`src/design/fcmp_pkg.sv`:
```
// Floating-point compare unit shared definitions
// IEEE single layout, compare operation codes, class mask bit order
// and the register map of the Wishbone slave
package fcmp_pkg;

    // IEEE 754 single precision fields, sign on top
    typedef struct packed {
        logic        sign;
        logic [7:0]  exponent;
        logic [22:0] significand;
    } float_t;

    // The register block sees a raw bus word, the datapath sees fields
    typedef union packed {
        logic [31:0] raw;
        float_t      fields;
    } float_word_u;

    typedef enum logic [1:0] {
        FP_EQ = 2'b00,
        FP_LT = 2'b01,
        FP_LE = 2'b10,
        FP_GT = 2'b11
    } fcomp_uop_t;

    // Ten-class mask in the usual fclass bit order
    typedef logic [9:0] fclass_t;

    localparam int CLASS_NEG_INF  = 0;
    localparam int CLASS_NEG_NORM = 1;
    localparam int CLASS_NEG_SUB  = 2;
    localparam int CLASS_NEG_ZERO = 3;
    localparam int CLASS_POS_ZERO = 4;
    localparam int CLASS_POS_SUB  = 5;
    localparam int CLASS_POS_NORM = 6;
    localparam int CLASS_POS_INF  = 7;
    localparam int CLASS_SNAN     = 8;
    localparam int CLASS_QNAN     = 9;

    localparam logic [31:0] CANONICAL_NAN = 32'h7FC0_0000;

    // Byte offsets of the slave registers
    localparam logic [7:0] ADDR_OPA    = 8'h00;
    localparam logic [7:0] ADDR_OPB    = 8'h04;
    localparam logic [7:0] ADDR_CTRL   = 8'h08;
    localparam logic [7:0] ADDR_RESULT = 8'h0C;
    localparam logic [7:0] ADDR_STATUS = 8'h10;
    localparam logic [7:0] ADDR_CLASS  = 8'h14;

    // CTRL and STATUS bit positions
    localparam int CTRL_OP_LSB        = 0;
    localparam int CTRL_OP_MSB        = 1;
    localparam int CTRL_FLAG_BIT      = 2;
    localparam int STATUS_DONE_BIT    = 0;
    localparam int STATUS_INVALID_BIT = 1;

endpackage : fcmp_pkg

```
`src/design/fcmp_req_if.sv`:
```
// Compare request and response bundle
// Carries operands and control from the register block to the comparator
// and brings the result and the invalid exception back
`timescale 1ns/1ps

interface fcmp_req_if import fcmp_pkg::*; ();

    // Request side
    float_word_u operand_a;
    float_word_u operand_b;
    fcomp_uop_t  operation;
    logic        flag;
    logic        req_valid;

    // Response side, valid in the same cycle as the request
    float_word_u result;
    logic        invalid_op;
    logic        rsp_valid;

    modport requester (
        output operand_a, operand_b, operation, flag, req_valid,
        input  result, invalid_op, rsp_valid
    );

    modport responder (
        input  operand_a, operand_b, operation, flag, req_valid,
        output result, invalid_op, rsp_valid
    );

endinterface : fcmp_req_if

```
`src/design/float_classifier.sv`:
```
// Single-precision operand classifier
// Flags NaN and signaling NaN and builds the one-hot fclass mask
`timescale 1ns/1ps

module float_classifier import fcmp_pkg::*; (
    input  float_word_u operand_i,
    output logic        is_nan_o,
    output logic        is_snan_o,
    output fclass_t     class_o
);

    logic exp_ones;
    logic exp_zero;
    logic sig_zero;
    logic sign;

    assign sign     = operand_i.fields.sign;
    assign exp_ones = &operand_i.fields.exponent;
    assign exp_zero = ~|operand_i.fields.exponent;
    assign sig_zero = ~|operand_i.fields.significand;

    // A NaN has a maximal exponent and a non-zero significand
    assign is_nan_o  = exp_ones & ~sig_zero;
    // The quiet bit is the top significand bit
    assign is_snan_o = is_nan_o & ~operand_i.fields.significand[22];

    always_comb begin
        class_o = '0;
        if (is_nan_o) begin
            class_o[CLASS_SNAN] = ~operand_i.fields.significand[22];
            class_o[CLASS_QNAN] = operand_i.fields.significand[22];
        end else if (exp_ones) begin
            class_o[sign ? CLASS_NEG_INF : CLASS_POS_INF] = 1'b1;
        end else if (exp_zero && sig_zero) begin
            class_o[sign ? CLASS_NEG_ZERO : CLASS_POS_ZERO] = 1'b1;
        end else if (exp_zero) begin
            class_o[sign ? CLASS_NEG_SUB : CLASS_POS_SUB] = 1'b1;
        end else begin
            class_o[sign ? CLASS_NEG_NORM : CLASS_POS_NORM] = 1'b1;
        end
    end

endmodule : float_classifier

```
`src/design/float_comparator.sv`:
```
// Floating-point compare and min/max unit
// Evaluates EQ, LT, LE and GT as a 0/1 flag or selects the winning
// operand, with NaN propagation and the invalid-operation exception.
// Purely combinational, the response is valid with the request
`timescale 1ns/1ps

module float_comparator import fcmp_pkg::*; (
    fcmp_req_if.responder req,
    input  logic          is_nan_a_i,
    input  logic          is_nan_b_i,
    input  logic          is_snan_a_i,
    input  logic          is_snan_b_i
);

    float_t op_a;
    float_t op_b;

    logic exp_lt;
    logic exp_eq;
    logic sig_lt;
    logic sig_eq;
    logic mag_lt;
    logic mag_eq;
    logic both_zero;
    logic a_eq_b;
    logic a_lt_b;
    logic a_gt_b;
    logic any_nan;
    logic any_snan;
    logic select_mode;

    float_word_u ordered_result;
    float_word_u nan_result;

    assign op_a = req.operand_a.fields;
    assign op_b = req.operand_b.fields;

    //==========================================================================
    // Field comparisons
    //==========================================================================

    // Exponent and significand are compared on their own, then merged
    assign exp_lt = op_a.exponent < op_b.exponent;
    assign exp_eq = op_a.exponent == op_b.exponent;
    assign sig_lt = op_a.significand < op_b.significand;
    assign sig_eq = op_a.significand == op_b.significand;

    // Magnitude order ignoring the sign
    assign mag_lt = exp_lt | (exp_eq & sig_lt);
    assign mag_eq = exp_eq & sig_eq;

    // Both zero means exponent and significand are clear on each side
    assign both_zero = ~|{op_a.exponent, op_a.significand, op_b.exponent, op_b.significand};

    // Identical bit patterns, or a pair of zeros with any signs
    assign a_eq_b = (req.operand_a.raw == req.operand_b.raw) | both_zero;

    always_comb begin
        case ({op_a.sign, op_b.sign})
            2'b00:   a_lt_b = mag_lt;
            // Negative against positive, except -0 versus +0
            2'b10:   a_lt_b = ~both_zero;
            2'b01:   a_lt_b = 1'b0;
            // Two negatives, the larger magnitude is the smaller value
            default: a_lt_b = ~mag_lt & ~mag_eq;
        endcase
    end

    assign a_gt_b = ~a_lt_b & ~a_eq_b;

    //==========================================================================
    // Ordered result
    //==========================================================================

    // Only LT and GT with the flag clear pick an operand (min and max)
    assign select_mode = ~req.flag & ((req.operation == FP_LT) | (req.operation == FP_GT));

    always_comb begin
        ordered_result.raw = '0;
        case (req.operation)
            FP_EQ: ordered_result.raw = {31'b0, a_eq_b};
            FP_LE: ordered_result.raw = {31'b0, a_lt_b | a_eq_b};
            FP_LT: begin
                if (req.flag) begin
                    ordered_result.raw = {31'b0, a_lt_b};
                end else begin
                    // Minimum, B wins a tie
                    ordered_result = a_lt_b ? req.operand_a : req.operand_b;
                end
            end
            default: begin
                if (req.flag) begin
                    ordered_result.raw = {31'b0, a_gt_b};
                end else begin
                    // Maximum, B wins a tie
                    ordered_result = a_gt_b ? req.operand_a : req.operand_b;
                end
            end
        endcase
    end

    //==========================================================================
    // NaN handling
    //==========================================================================

    assign any_nan  = is_nan_a_i | is_nan_b_i;
    assign any_snan = is_snan_a_i | is_snan_b_i;

    always_comb begin
        nan_result.raw = '0;
        if (select_mode) begin
            // The non-NaN operand survives, two NaNs give the canonical one
            case ({is_nan_a_i, is_nan_b_i})
                2'b01:   nan_result = req.operand_a;
                2'b10:   nan_result = req.operand_b;
                default: nan_result.raw = CANONICAL_NAN;
            endcase
        end
    end

    // Quiet NaNs are tolerated by EQ and by min/max, signaling NaNs never are
    assign req.invalid_op = select_mode ? any_snan
                                        : (any_nan & (req.operation != FP_EQ)) | any_snan;

    assign req.result    = any_nan ? nan_result : ordered_result;
    assign req.rsp_valid = req.req_valid;

endmodule : float_comparator

```
`src/design/fcmp_wb_regs.sv`:
```
// Wishbone classic register block of the compare unit
// Holds the operands and control, launches a compare on each CTRL write
// and captures the result, done and the sticky invalid bit
`timescale 1ns/1ps

module fcmp_wb_regs import fcmp_pkg::*; #(
    parameter int ADDR_W = 5
) (
    input  logic              clk_i,
    input  logic              rst_n_i,
    input  logic              wb_cyc_i,
    input  logic              wb_stb_i,
    input  logic              wb_we_i,
    input  logic [ADDR_W-1:0] wb_adr_i,
    input  logic [31:0]       wb_dat_i,
    // Byte selects are not decoded, every register takes a whole word
    input  logic [3:0]        wb_sel_i,
    output logic [31:0]       wb_dat_o,
    output logic              wb_ack_o,
    input  fclass_t           class_a_i,
    fcmp_req_if.requester     cmp
);

    logic        ack_q;
    logic        wr_en;
    float_word_u opa_q;
    float_word_u opb_q;
    fcomp_uop_t  op_q;
    logic        flag_q;
    logic        launch_q;
    logic [31:0] result_q;
    logic        done_q;
    logic        invalid_q;

    //==========================================================================
    // Handshake
    //==========================================================================

    // Ack follows the request by one clock and never lasts two cycles
    always_ff @(posedge clk_i) begin
        if (!rst_n_i) begin
            ack_q <= 1'b0;
        end else begin
            ack_q <= wb_cyc_i & wb_stb_i & ~ack_q;
        end
    end

    assign wb_ack_o = ack_q;

    // Writes take effect on the edge that closes the ack cycle
    assign wr_en = wb_cyc_i & wb_stb_i & wb_we_i & ack_q;

    //==========================================================================
    // Registers
    //==========================================================================

    always_ff @(posedge clk_i) begin
        if (!rst_n_i) begin
            opa_q     <= '0;
            opb_q     <= '0;
            op_q      <= FP_EQ;
            flag_q    <= 1'b0;
            launch_q  <= 1'b0;
            result_q  <= '0;
            done_q    <= 1'b0;
            invalid_q <= 1'b0;
        end else begin
            // The launch pulse lasts exactly one cycle
            launch_q <= 1'b0;

            // Capture while the comparator answers the launched request
            if (cmp.rsp_valid) begin
                result_q  <= cmp.result.raw;
                done_q    <= 1'b1;
                invalid_q <= invalid_q | cmp.invalid_op;
            end

            if (wr_en) begin
                case (wb_adr_i)
                    ADDR_W'(ADDR_OPA): begin
                        opa_q.raw <= wb_dat_i;
                        done_q    <= 1'b0;
                    end
                    ADDR_W'(ADDR_OPB): begin
                        opb_q.raw <= wb_dat_i;
                        done_q    <= 1'b0;
                    end
                    ADDR_W'(ADDR_CTRL): begin
                        op_q     <= fcomp_uop_t'(wb_dat_i[CTRL_OP_MSB:CTRL_OP_LSB]);
                        flag_q   <= wb_dat_i[CTRL_FLAG_BIT];
                        done_q   <= 1'b0;
                        launch_q <= 1'b1;
                    end
                    ADDR_W'(ADDR_STATUS): begin
                        // Write one to clear the sticky invalid bit
                        if (wb_dat_i[STATUS_INVALID_BIT]) begin
                            invalid_q <= 1'b0;
                        end
                    end
                    default: ;
                endcase
            end
        end
    end

    assign cmp.operand_a = opa_q;
    assign cmp.operand_b = opb_q;
    assign cmp.operation = op_q;
    assign cmp.flag      = flag_q;
    assign cmp.req_valid = launch_q;

    //==========================================================================
    // Read path
    //==========================================================================

    always_comb begin
        wb_dat_o = '0;
        case (wb_adr_i)
            ADDR_W'(ADDR_OPA):    wb_dat_o = opa_q.raw;
            ADDR_W'(ADDR_OPB):    wb_dat_o = opb_q.raw;
            ADDR_W'(ADDR_CTRL): begin
                wb_dat_o[CTRL_OP_MSB:CTRL_OP_LSB] = op_q;
                wb_dat_o[CTRL_FLAG_BIT]           = flag_q;
            end
            ADDR_W'(ADDR_RESULT): wb_dat_o = result_q;
            ADDR_W'(ADDR_STATUS): begin
                wb_dat_o[STATUS_DONE_BIT]    = done_q;
                wb_dat_o[STATUS_INVALID_BIT] = invalid_q;
            end
            ADDR_W'(ADDR_CLASS):  wb_dat_o = {22'b0, class_a_i};
            // Unmapped offsets read as zero
            default:              wb_dat_o = '0;
        endcase
    end

endmodule : fcmp_wb_regs

```
`src/design/fcmp_top.sv`:
```
// Floating-point compare unit top level
// Wishbone classic slave in front of two classifiers and the comparator
`timescale 1ns/1ps

module fcmp_top import fcmp_pkg::*; #(
    parameter int ADDR_W = 5
) (
    input  logic              clk_i,
    input  logic              rst_n_i,
    input  logic              wb_cyc_i,
    input  logic              wb_stb_i,
    input  logic              wb_we_i,
    input  logic [ADDR_W-1:0] wb_adr_i,
    input  logic [31:0]       wb_dat_i,
    input  logic [3:0]        wb_sel_i,
    output logic [31:0]       wb_dat_o,
    output logic              wb_ack_o
);

    logic    nan_a;
    logic    nan_b;
    logic    snan_a;
    logic    snan_b;
    fclass_t class_a;

    fcmp_req_if u_req_if ();

    fcmp_wb_regs #(
        .ADDR_W (ADDR_W)
    ) u_regs (
        .clk_i     (clk_i),
        .rst_n_i   (rst_n_i),
        .wb_cyc_i  (wb_cyc_i),
        .wb_stb_i  (wb_stb_i),
        .wb_we_i   (wb_we_i),
        .wb_adr_i  (wb_adr_i),
        .wb_dat_i  (wb_dat_i),
        .wb_sel_i  (wb_sel_i),
        .wb_dat_o  (wb_dat_o),
        .wb_ack_o  (wb_ack_o),
        .class_a_i (class_a),
        .cmp       (u_req_if.requester)
    );

    // Operand A also feeds the CLASS register
    float_classifier u_class_a (
        .operand_i (u_req_if.operand_a),
        .is_nan_o  (nan_a),
        .is_snan_o (snan_a),
        .class_o   (class_a)
    );

    // Only the NaN flags of operand B are needed
    float_classifier u_class_b (
        .operand_i (u_req_if.operand_b),
        .is_nan_o  (nan_b),
        .is_snan_o (snan_b),
        .class_o   ()
    );

    float_comparator u_comparator (
        .req         (u_req_if.responder),
        .is_nan_a_i  (nan_a),
        .is_nan_b_i  (nan_b),
        .is_snan_a_i (snan_a),
        .is_snan_b_i (snan_b)
    );

endmodule : fcmp_top

```
`config.mk`:
```
export PLATFORM = sky130hd
export DESIGN_NAME = fcmp_top
export DESIGN_NICKNAME = d
export VERILOG_FILES = /design/src/design/fcmp_pkg.sv /design/src/design/fcmp_req_if.sv /design/src/design/float_classifier.sv /design/src/design/float_comparator.sv /design/src/design/fcmp_wb_regs.sv /design/src/design/fcmp_top.sv
export SDC_FILE = /design/constraint.sdc
export NUM_CORES = 1
export LEC_CHECK = 0
export ABC_CLOCK_PERIOD_IN_PS = 8100
export BUFFER_PORTS_ARGS = -buffer_cell sky130_fd_sc_hd__buf_4
export CAP_MARGIN = 20
export CORE_UTILIZATION = 60
export DETAILED_ROUTE_END_ITERATION = 8
export PLACE_DENSITY = 0.91
export SLEW_MARGIN = 20
export SYNTH_ARGS = -nofsm -noshare
export SYNTH_HDL_FRONTEND = slang
export SYNTH_SLANG_ARGS = --single-unit
```
`constraint.sdc`:
```
create_clock -name clk_i -period 8.1 [get_ports clk_i]
set_clock_uncertainty 0.15 [all_clocks]
set_input_delay 0.81 -clock clk_i [delete_from_list [all_inputs] [get_ports clk_i]]
set_output_delay 0.81 -clock clk_i [all_outputs]
set_load 0.02 [all_outputs]
```
==> results.py, run 1 <==
metrics = {
    "pwr": {
        "power_leakage_uw": 0.002788,
        "ir_worst_vdd_v": 0.0001417,
        "p_int_uw": 817.5,
        "switching_power_uw": 226.6,
        "p_comb_frac": 0.053,
        "seq_power_share": 0.485,
        "switching_share": 0.2170,
        "p_clk_frac": 0.462,
        "power_density_nw_per_um2": 132.9,
    },
    "sta": {
        "setup_viol_count_final": 0,
        "layout_worst_path_cycle_share": 0.4900,
        "relSlewSlack": 0.1928,
        "drv_slew": 0,
        "max_freq_mhz": 251.9,
        "grt_setup_unrepaired": "no",
        "finalHoldViolations": 0,
        "worst_slew_pin_slew_ns": 1.211,
        "setup_tns_ns": 0,
        "finalCriticalPeriod_ns": 3.969,
    },
    "logic_synthesis": {
        "netlist.area_leader.share": 0.2923,
        "synth_area_leaders": "dfxtp_1 (29%), nand2_1 (9.0%), a21boi_0 (6.9%)",
        "synth_seq_cells": 103,
        "syn_inst": 917,
        "yosysMostFrequentCell": "nand2_1",
        "synthFlopType": "dfxtp_1",
        "yosysSeqAreaShare": 0.2923,
        "synthAdderAreaFrac": 0.06563,
        "synth-compound-area-share": 0.2966,
        "syn-cell-area_um2": 7054,
        "synth_cell_types": 54,
        "yosys_warnings": 0,
        "netlist_top_cells_count": "nand2_1 (169), dfxtp_1 (103), a21boi_0 (65), nor2_1 (65), clkbuf_1 (59)",
        "async_reset_ff_frac": 0,
        "synthMuxAreaShare": 0.05498,
        "synth_edf_count": 0,
        "synth_area_per_cell_um2": 7.693,
        "synth_top_family_by_area": "compound AO/OA/AOI/OAI gates",
        "synth_top_area_cell": "dfxtp_1",
        "synth-xor-area-share": 0,
        "syn_nets": 1000,
        "yosys.area_share.simple": 0.2201,
    },
    "worst_setup_path": {
        "crit_path_end_kind": "flip-flop",
        "worstPathArrival_ns": 4.09,
        "criticalPathCategory": "flip-flop to flip-flop",
        "crit_start": "u_regs.cmp.operand_b[22]",
        "endpoint": "u_regs.result_q[18]",
        "reg2reg_to": "u_regs.result_q[18]",
        "worst_r2r_path_depth": 11,
        "reg2reg_from": "u_regs.cmp.operand_b[22]",
        "r2r_setup_slack_ns": 4.13,
        "critPathRequiredTime_ns": 8.22,
        "start_kind": "flip-flop",
        "cp_max_fo": 17,
    },
    "floorplanning": {
        "start_util": 0.6178,
        "die-area_um2": 12190,
        "rows": 39,
        "core_area_um2": 11420,
        "pin_count": 79,
        "fp.dieH_um": 110.4,
        "fp.dieW_um": 110.4,
    },
    "cts": {
        "path_clk_slew_ns": 0.07,
        "cts_sinks": 103,
        "ctsResizeCount": 0,
        "cts_max_level": 3,
        "cts_hold_buf": 0,
        "worst_skew_pair.late_latency_ns": 0.36,
        "cts_buffers": 9,
        "clk_path_buf_depth": 2,
        "cts_tree": "yes",
        "clockRootBuffer": "clkbuf_16",
        "cts_setup_buffers": 0,
    },
    "drt": {
        "drt-initial-drc-count": 778,
        "num_vias": 7246,
        "route.detailed.drc": 0,
        "viasPerCell": 6.715,
        "first_pass_iters": 7,
        "detail-route-antenna-nets": 0,
        "wl_um": 20340,
        "routedWlPerCell_um": 18.85,
    },
    "layout": {
        "drive_above_1_share": 0.1389,
        "nets": 1014,
        "area_growth_pct": 11.35,
        "diodes": 0,
        "fin_area_um2": 7855,
    },
    "outcome": {
        "outcome": "finished clean",
    },
    "min_path": {
        "holdCritPathClass": "flip-flop to flip-flop",
    },
    "grt": {
        "grt_pass1_vias": 6868,
        "grt-ovfl-total": 0,
        "grt_max_degree": 104,
        "grtUsageTotal": 0.3344,
        "grt_antenna_before_repair": 0,
        "grt_pass1_wl_um": 33790,
    },
    "placement": {
        "io_buffers": 74,
        "gp_routability_congestion": 0.8805,
        "placed_area_um2": 7523,
        "dpl.hpwl_um": 13080,
    },
    "run": {
        "drv_cap": 0,
    },
}
area by class of cell:
class                      instances  area (um2)
clock buffer                      13       260.3
clock inverter                     3       65.06
timing repair buffer              84       630.6
fill                             906        3563
tap                              143       178.9
inverter                          39       146.4
sequential                       103        2066
multi-input combinational        694        4508
kinds of logic (layout without fill, tap and decap cells):
kind of cell / after synthesis / after routing
AOI/OAI and AO/OA: 281 / 281
and+or+nand+nor: 341 / 341
DFF: 103 / 103
adders and majority gates: 37 / 37
muxes: 35 / 35
buffers and inverters: 120 / 139
routing by layer:
layer | routed length (um) | up-vias | global-route usage
met2 | 9178 | 462 | 0.5321
met5 | 0 | - | 0
li1 | - | 3379 | -
met4 | 599 | 0 | 0.1316
met3 | 2142 | 68 | 0.07958
met1 | 8415 | 3337 | 0.4364
sequential cells by signal (all words and copies together), names as in the netlist:
| register | flops |
|---|---|
| u_regs.wb_ack_o | 1 |
| u_regs.cmp.operand_a | 32 |
| u_regs.invalid_q | 1 |
| u_regs.result_q | 32 |
| u_regs.cmp.operand_b | 32 |
| u_regs.cmp.req_valid | 1 |
| u_regs.cmp.operation | 2 |
| u_regs.done_q | 1 |
| u_regs.cmp.flag | 1 |
critical path, cell delays in order (launching register included):
cell      delay (ns)
dfxtp_1         0.53
inv_1           0.10
ha_1            0.33
nand4_1         0.18
nor4_1          0.48
o31ai_1         0.19
nand3_1         0.13
nand3_1         0.19
a21oi_2         0.80
buf_4           0.43
o211ai_1        0.14
a41oi_1         0.24
cells in the final DEF, fill, tap and decap left out, drive strengths merged, types with 12 or more instances in the layout:
| master | n |
|---|---|
| a22o | 22 |
| buf | 84 |
| nor4 | 16 |
| nand4 | 48 |
| a21boi | 65 |
| a21o | 12 |
| mux2i | 32 |
| a22oi | 13 |
| nand2 | 169 |
| clkbuf | 13 |
| nor2 | 65 |
| o211ai | 33 |
| dfxtp | 103 |
| ha | 37 |
| a21oi | 45 |
| inv | 39 |
| a41oi | 32 |
| o21ai | 41 |
worst min-delay path by stage:
stage | startpoint | endpoint | slack, ns | depth (start not counted)
after floorplan | u_regs.invalid_q | u_regs.invalid_q | 0.30 | 2
after global placement | u_regs.invalid_q | u_regs.invalid_q | 0.33 | 2
after detailed placement | u_regs.invalid_q | u_regs.invalid_q | 0.33 | 2
after CTS | u_regs.invalid_q | u_regs.invalid_q | 0.35 | 2
after global routing | u_regs.invalid_q | u_regs.invalid_q | 0.38 | 2
final | u_regs.invalid_q | u_regs.invalid_q | 0.36 | 2
power groups by stage:
stage	sequential, uW	clock [uW]	combinational (uW)
after floorplan	519	0	27.8
after global placement	518	0	53.7
after detailed placement	519	0	54.2
after CTS	507	484	54.3
after global routing	506	505	58.0
final	506	483	54.9
metrics by stage:
stage            util  total power, uW  hold slack [ns]  instances  setup slack (ns)
3_5_place_dp   0.6589            572.7           0.3340       1063             4.342
6_report       0.6879             1044           0.3551       1079             4.131
3_3_place_gp   0.6589            572.2           0.3254       1063             4.338
2_1_floorplan       -            546.4           0.3020        917             4.786
5_1_grt        0.6879             1070           0.3804       1079             3.981
4_1_cts        0.6874             1045           0.3494       1079             4.301
(Power assumes the default switching activity.)
==> run 2: changes to the inputs <==
Settings changed: ABC_CLOCK_PERIOD_IN_PS 8100 to 3500, CORE_UTILIZATION 60 to 54, PLACE_DENSITY 0.91 to 0.87.
Clock period 8.1 ns to 3.5 ns, I/O delays scaled along.
==> results.py, run 2 (same netlist as run 1, synthesis figures left out) <==
metrics = {
    "grt": {
        "grt-ovfl-total": 0,
        "grt_pass1_vias": 7019,
        "grtUsageMet2": 0.5053,
        "grt-busiest-layer": "met2",
        "grt_max_degree": 104,
        "use_met3": 0.08095,
        "grt_antenna_before_repair": 0,
        "grtUsageMet1": 0.4248,
        "grtUsageTotal": 0.3255,
        "grt_pass1_wl_um": 34600,
    },
    "floorplanning": {
        "fp.dieW_um": 116.3,
        "core_area_um2": 12670,
        "start_util": 0.5567,
        "rows": 41,
        "pin_count": 79,
        "die-area_um2": 13520,
        "fp.dieH_um": 116.3,
    },
    "sta": {
        "worst_slew_pin_slew_ns": 0.9217,
        "layout_worst_path_cycle_share": 0.9425,
        "grt_setup_unrepaired": "no",
        "layout_setup_ws_ns": 0.2011,
        "max_freq_mhz": 303.1,
        "drv_slew": 0,
        "setup_viol_count_final": 0,
        "relSlewSlack": 0.3855,
        "finalHoldViolations": 0,
        "setup_tns_ns": 0,
        "finalCriticalPeriod_ns": 3.299,
    },
    "cts": {
        "clk_path_buf_depth": 2,
        "worst_skew_pair.late_latency_ns": 0.36,
        "cts_tree": "yes",
        "cts_sinks": 103,
        "cts_max_level": 3,
        "clockRootBuffer": "clkbuf_16",
        "cts_hold_buf": 0,
        "path_clk_slew_ns": 0.07,
        "cts_setup_buffers": 0,
        "cts_buffers": 9,
    },
    "worst_setup_path": {
        "r2r_setup_slack_ns": 0.20,
        "worst_path_max_delay_cell": "nor4_1",
        "worstPathCellList": "nor4_1, nand4_1, or2_2, nand2_1, ha_1, inv_1, nor2_1, buf_4, nand2_1, a41oi_1",
        "start_kind": "flip-flop",
        "crit_start": "u_regs.cmp.operand_a[1]",
        "worstPathArrival_ns": 3.41,
        "crit_buf_inv": 2,
        "critPathRequiredTime_ns": 3.61,
        "max_stage_delay_ns": 0.47,
        "reg2reg_from": "u_regs.cmp.operand_a[1]",
        "crit_family": "simple AND/OR/NAND/NOR gates",
        "reg2reg_to": "u_regs.result_q[18]",
        "worst_r2r_path_depth": 10,
        "criticalPathCategory": "flip-flop to flip-flop",
        "cp_max_fo": 22,
        "crit_path_end_kind": "flip-flop",
        "path_common_cell": "nand2_1",
    },
    "placement": {
        "pre_cts_ws_ns": 0.2468,
        "dpl.hpwl_um": 14180,
        "dp_cells": 1118,
        "io_buffers": 74,
        "gp_routability_congestion": 0.9473,
    },
    "min_path": {
        "hold_end": "u_regs.cmp.operand_a[9]",
        "hold_path.startpoint": "wb_dat_i[9]",
        "hold_depth": 3,
        "holdCritPathClass": "input port to flip-flop",
    },
    "pwr": {
        "power_density_nw_per_um2": 300.4,
        "switching_power_uw": 525.4,
        "power_leakage_uw": 0.002937,
        "p_comb_frac": 0.054,
        "ir_worst_vdd_v": 0.0003079,
        "switching_share": 0.2158,
        "p_int_uw": 1910,
        "seq_power_share": 0.482,
        "p_clk_frac": 0.464,
    },
    "drt": {
        "drt-initial-drc-count": 864,
        "viasPerCell": 6.514,
        "wl_um": 21020,
        "route.detailed.drc": 0,
        "first_pass_iters": 5,
        "num_vias": 7380,
        "routedWlPerCell_um": 18.56,
        "detail-route-antenna-nets": 0,
    },
    "layout": {
        "diodes": 0,
        "fin_cells": 1133,
        "final_common_cell": "nand2_1",
        "drive_above_1_share": 0.1644,
        "multiInputGateArea_um2": 4509,
        "ff_latch_area_um2": 2064,
        "nets": 1040,
        "fillers": 1085,
        "area_growth_pct": 14.90,
        "final_cell_mix": "nand2_1 (169), buf_4 (109), dfxtp_1 (101)",
    },
    "run": {
        "drv_cap": 0,
    },
    "outcome": {
        "outcome": "finished clean",
    },
}
run 2: worst register-to-register path: stages (launching register included):
cell	delay [ns]
dfxtp_1	0.38
nor4_1	0.47
nand4_1	0.27
or2_2	0.45
nand2_1	0.17
ha_1	0.40
inv_1	0.11
nor2_1	0.12
buf_4	0.28
nand2_1	0.13
a41oi_1	0.27
run 2: power by group through the flow:
| stage | logic, uW | registers (uW) | clock network (uW) |
|---|---|---|---|
| detailed placement | 129 | 1200 | 0 |
| CTS | 129 | 1170 | 1130 |
| finish | 132 | 1170 | 1130 |
| floorplan | 64.2 | 1200 | 0 |
| global route | 139 | 1170 | 1190 |
| global placement | 127 | 1200 | 0 |
run 2: area by class of cell:
class	instances	share of cell area
repair buffers	110	0.1034
clock buffers	12	0.03288
multi-input cells	694	0.5563
inverters	39	0.01806
clock inverters	3	0.008027
well taps	172	0.02655
flip-flops and latches	103	0.2547
run 2: worst max-delay path by stage:
| stage | end | cells past startpoint |
|---|---|---|
| floorplan | u_regs.result_q[24] | 12 |
| detailed placement | u_regs.result_q[16] | 11 |
| CTS | u_regs.result_q[18] | 11 |
| finish | u_regs.result_q[18] | 10 |
| global route | u_regs.result_q[18] | 11 |
| global placement | u_regs.result_q[14] | 11 |
run 2: per-layer routing:
metal  share of wire  vias to the layer above
met5               0                        -
li1                -                     3426
met3            0.10                       66
met1            0.42                     3442
met4           0.027                        0
met2            0.45                      446
run 2: stage by stage:
step | util | total power (uW) | instance area [um2] | hold slack (ns)
2_1_floorplan | - | 1264 | 7054 | 0.3020
3_3_place_gp | 0.6128 | 1327 | 7765 | 0.3183
3_5_place_dp | 0.6128 | 1329 | 7765 | 0.3584
4_1_cts | 0.6390 | 2436 | 8097 | 0.1041
5_1_grt | 0.6397 | 2499 | 8105 | 0.1107
6_report | 0.6397 | 2435 | 8105 | 0.1079
run 2: what timing repair did:
action,4_1_cts,5_1_grt
hold endpoints to repair,0,0
endpoints found under the setup margin,0,2
gates resized for setup,0,2
==> run 3: changes to the inputs <==
Settings changed: CELL_PAD_IN_SITES_DETAIL_PLACEMENT set to 0, CELL_PAD_IN_SITES_GLOBAL_PLACEMENT set to 2, CORE_MARGIN set to 2, CORE_UTILIZATION 54 to 31, PLACE_DENSITY 0.87 to 0.86, SETUP_SLACK_MARGIN set to 0.05.
==> results.py, run 3 (same netlist as run 1, synthesis figures left out) <==
metrics = {
    "layout": {
        "final_cell_mix": "nand2_1 (169), buf_4 (137), dfxtp_1 (102)",
        "ff_latch_area_um2": 2063,
        "drive_above_1_share": 0.1895,
        "nets": 1070,
        "fin_area_um2": 8496,
        "final_common_cell": "nand2_1",
        "fillers": 2332,
        "area_growth_pct": 20.43,
        "diodes": 0,
        "multiInputGateArea_um2": 4517,
    },
    "grt": {
        "grt_pass1_wl_um": 39300,
        "grt_pass1_vias": 6923,
        "grt_max_degree": 104,
        "grtUsageTotal": 0.2074,
        "grt_antenna_before_repair": 0,
        "grt-ovfl-total": 0,
    },
    "cts": {
        "cts_tree": "yes",
        "cts_buffers": 9,
        "cts_sinks": 103,
        "clockRootBuffer": "clkbuf_16",
        "path_clk_slew_ns": 0.08,
        "cts_hold_buf": 0,
        "cts_max_level": 3,
        "clk_path_buf_depth": 2,
        "cts_setup_buffers": 0,
        "worst_skew_pair.late_latency_ns": 0.37,
    },
    "pwr": {
        "switching_power_uw": 571.3,
        "power_leakage_uw": 0.003092,
        "ir_worst_vdd_v": 0.0002053,
        "switching_share": 0.2333,
        "p_comb_frac": 0.057,
        "power_density_nw_per_um2": 288.3,
        "p_clk_frac": 0.465,
        "power_uw": 2449,
        "p_int_uw": 1878,
        "seq_power_share": 0.479,
    },
    "worst_setup_path": {
        "crit_path_end_kind": "flip-flop",
        "crit_start": "u_regs.cmp.operand_a[22]",
        "path_common_cell": "nand4_1",
        "critical_path_depth": 10,
        "worstPathCellList": "ha_1, nand4_1, nor4_2, o31ai_1, nand4_1, a21o_4, and4_1, buf_4, o211ai_1, a41oi_1",
        "crit_family": "simple AND/OR/NAND/NOR gates",
        "r2r_setup_slack_ns": 0.32,
        "worstPathArrival_ns": 3.31,
        "worst_r2r_path_depth": 10,
        "critPathRequiredTime_ns": 3.63,
        "start_kind": "flip-flop",
        "worst_path_max_delay_cell": "nor4_2",
        "max_stage_delay_ns": 0.46,
        "cp_max_fo": 15,
        "crit_buf_inv": 1,
        "criticalPathCategory": "flip-flop to flip-flop",
        "endpoint": "u_regs.result_q[26]",
        "reg2reg_to": "u_regs.result_q[26]",
        "reg2reg_from": "u_regs.cmp.operand_a[22]",
    },
    "sta": {
        "finalCriticalPeriod_ns": 3.179,
        "setup_tns_ns": 0,
        "grt_setup_unrepaired": "no",
        "finalHoldViolations": 0,
        "layout_worst_path_cycle_share": 0.9082,
        "relSlewSlack": 0.3618,
        "max_freq_mhz": 314.6,
        "setup_viol_count_final": 0,
        "drv_slew": 0,
        "whs_ns": 0.09854,
        "worst_slew_pin_slew_ns": 0.9573,
    },
    "floorplanning": {
        "fp.dieH_um": 154.9,
        "die-area_um2": 23980,
        "rows": 55,
        "core_area_um2": 22500,
        "fp.dieW_um": 154.9,
        "pin_count": 79,
        "start_util": 0.3135,
    },
    "min_path": {
        "holdCritPathClass": "input port to flip-flop",
    },
    "drt": {
        "num_vias": 7143,
        "routedWlPerCell_um": 19.30,
        "wl_um": 24650,
        "viasPerCell": 5.594,
        "detail-route-antenna-nets": 0,
        "route.detailed.drc": 0,
        "first_pass_iters": 4,
        "drt-initial-drc-count": 577,
    },
    "placement": {
        "placed_area_um2": 8157,
        "io_buffers": 74,
        "dpl.hpwl_um": 17150,
        "gp_routability_congestion": 0.8817,
    },
    "outcome": {
        "outcome": "finished clean",
    },
    "run": {
        "drv_cap": 0,
    },
}
[run 3: area by class of cell]
class                           count  area share
Timing Repair Buffer              140      0.1281
Clock buffer                       11     0.02857
Tap cell                          285     0.04197
Inverter                           39     0.01723
Multi-Input combinational cell    694      0.5317
Sequential cell                   103      0.2429
Clock inverter                      5    0.009573
[run 3: worst min-delay path by stage]
stage	to	from	cells past startpoint	slack [ns]
after global routing	u_regs.cmp.operand_b[10]	wb_dat_i[10]	3	0.1
after detailed placement	u_regs.invalid_q	u_regs.invalid_q	2	0.33
after global placement	u_regs.invalid_q	u_regs.invalid_q	2	0.32
after floorplan	u_regs.invalid_q	u_regs.invalid_q	2	0.30
final	u_regs.cmp.operand_a[3]	wb_dat_i[3]	3	0.1
after CTS	u_regs.cmp.operand_a[14]	wb_dat_i[14]	3	0.09
[run 3: stage by stage]
stage | std cells | worst slack, ns | utilization
floorplan | 917 | 0.6799 | -
global placement | 1261 | 0.07774 | 0.3625
detailed placement | 1261 | 0.05814 | 0.3625
CTS | 1277 | 0.2900 | 0.3771
global route | 1277 | 0.1099 | 0.3775
finish | 1277 | 0.3212 | 0.3775
[run 3: timing repair]
action | CTS | global route
pin swaps | 0 | 0
cloned | 0 | 0
resized for setup | 1 | 2
setup endpoints to repair | 1 | 17
[run 3: worst register-to-register path: stages, from the launching register on]
cell and delay, ns:
dfxtp_1 0.42, ha_1 0.37, nand4_1 0.19, nor4_2 0.46, o31ai_1 0.19, nand4_1 0.17
a21o_4 0.17, and4_1 0.34, buf_4 0.30, o211ai_1 0.13, a41oi_1 0.19
[run 3: power groups by stage]
stage	clock network (uW)	logic [uW]	registers, uW
after floorplan	0	64.2	1200
after global placement	0	138	1200
after detailed placement	0	138	1200
after CTS	1160	138	1170
after global routing	1200	147	1170
final	1140	138	1170
[run 3: metal layers]
metal	track usage	part of all wire	vias to the layer above
met5	0	0	-
met4	0.07672	0.023	0
met3	0.03008	0.048	35
met2	0.3193	0.45	209
met1	0.2944	0.48	3424
li1	-	-	3475
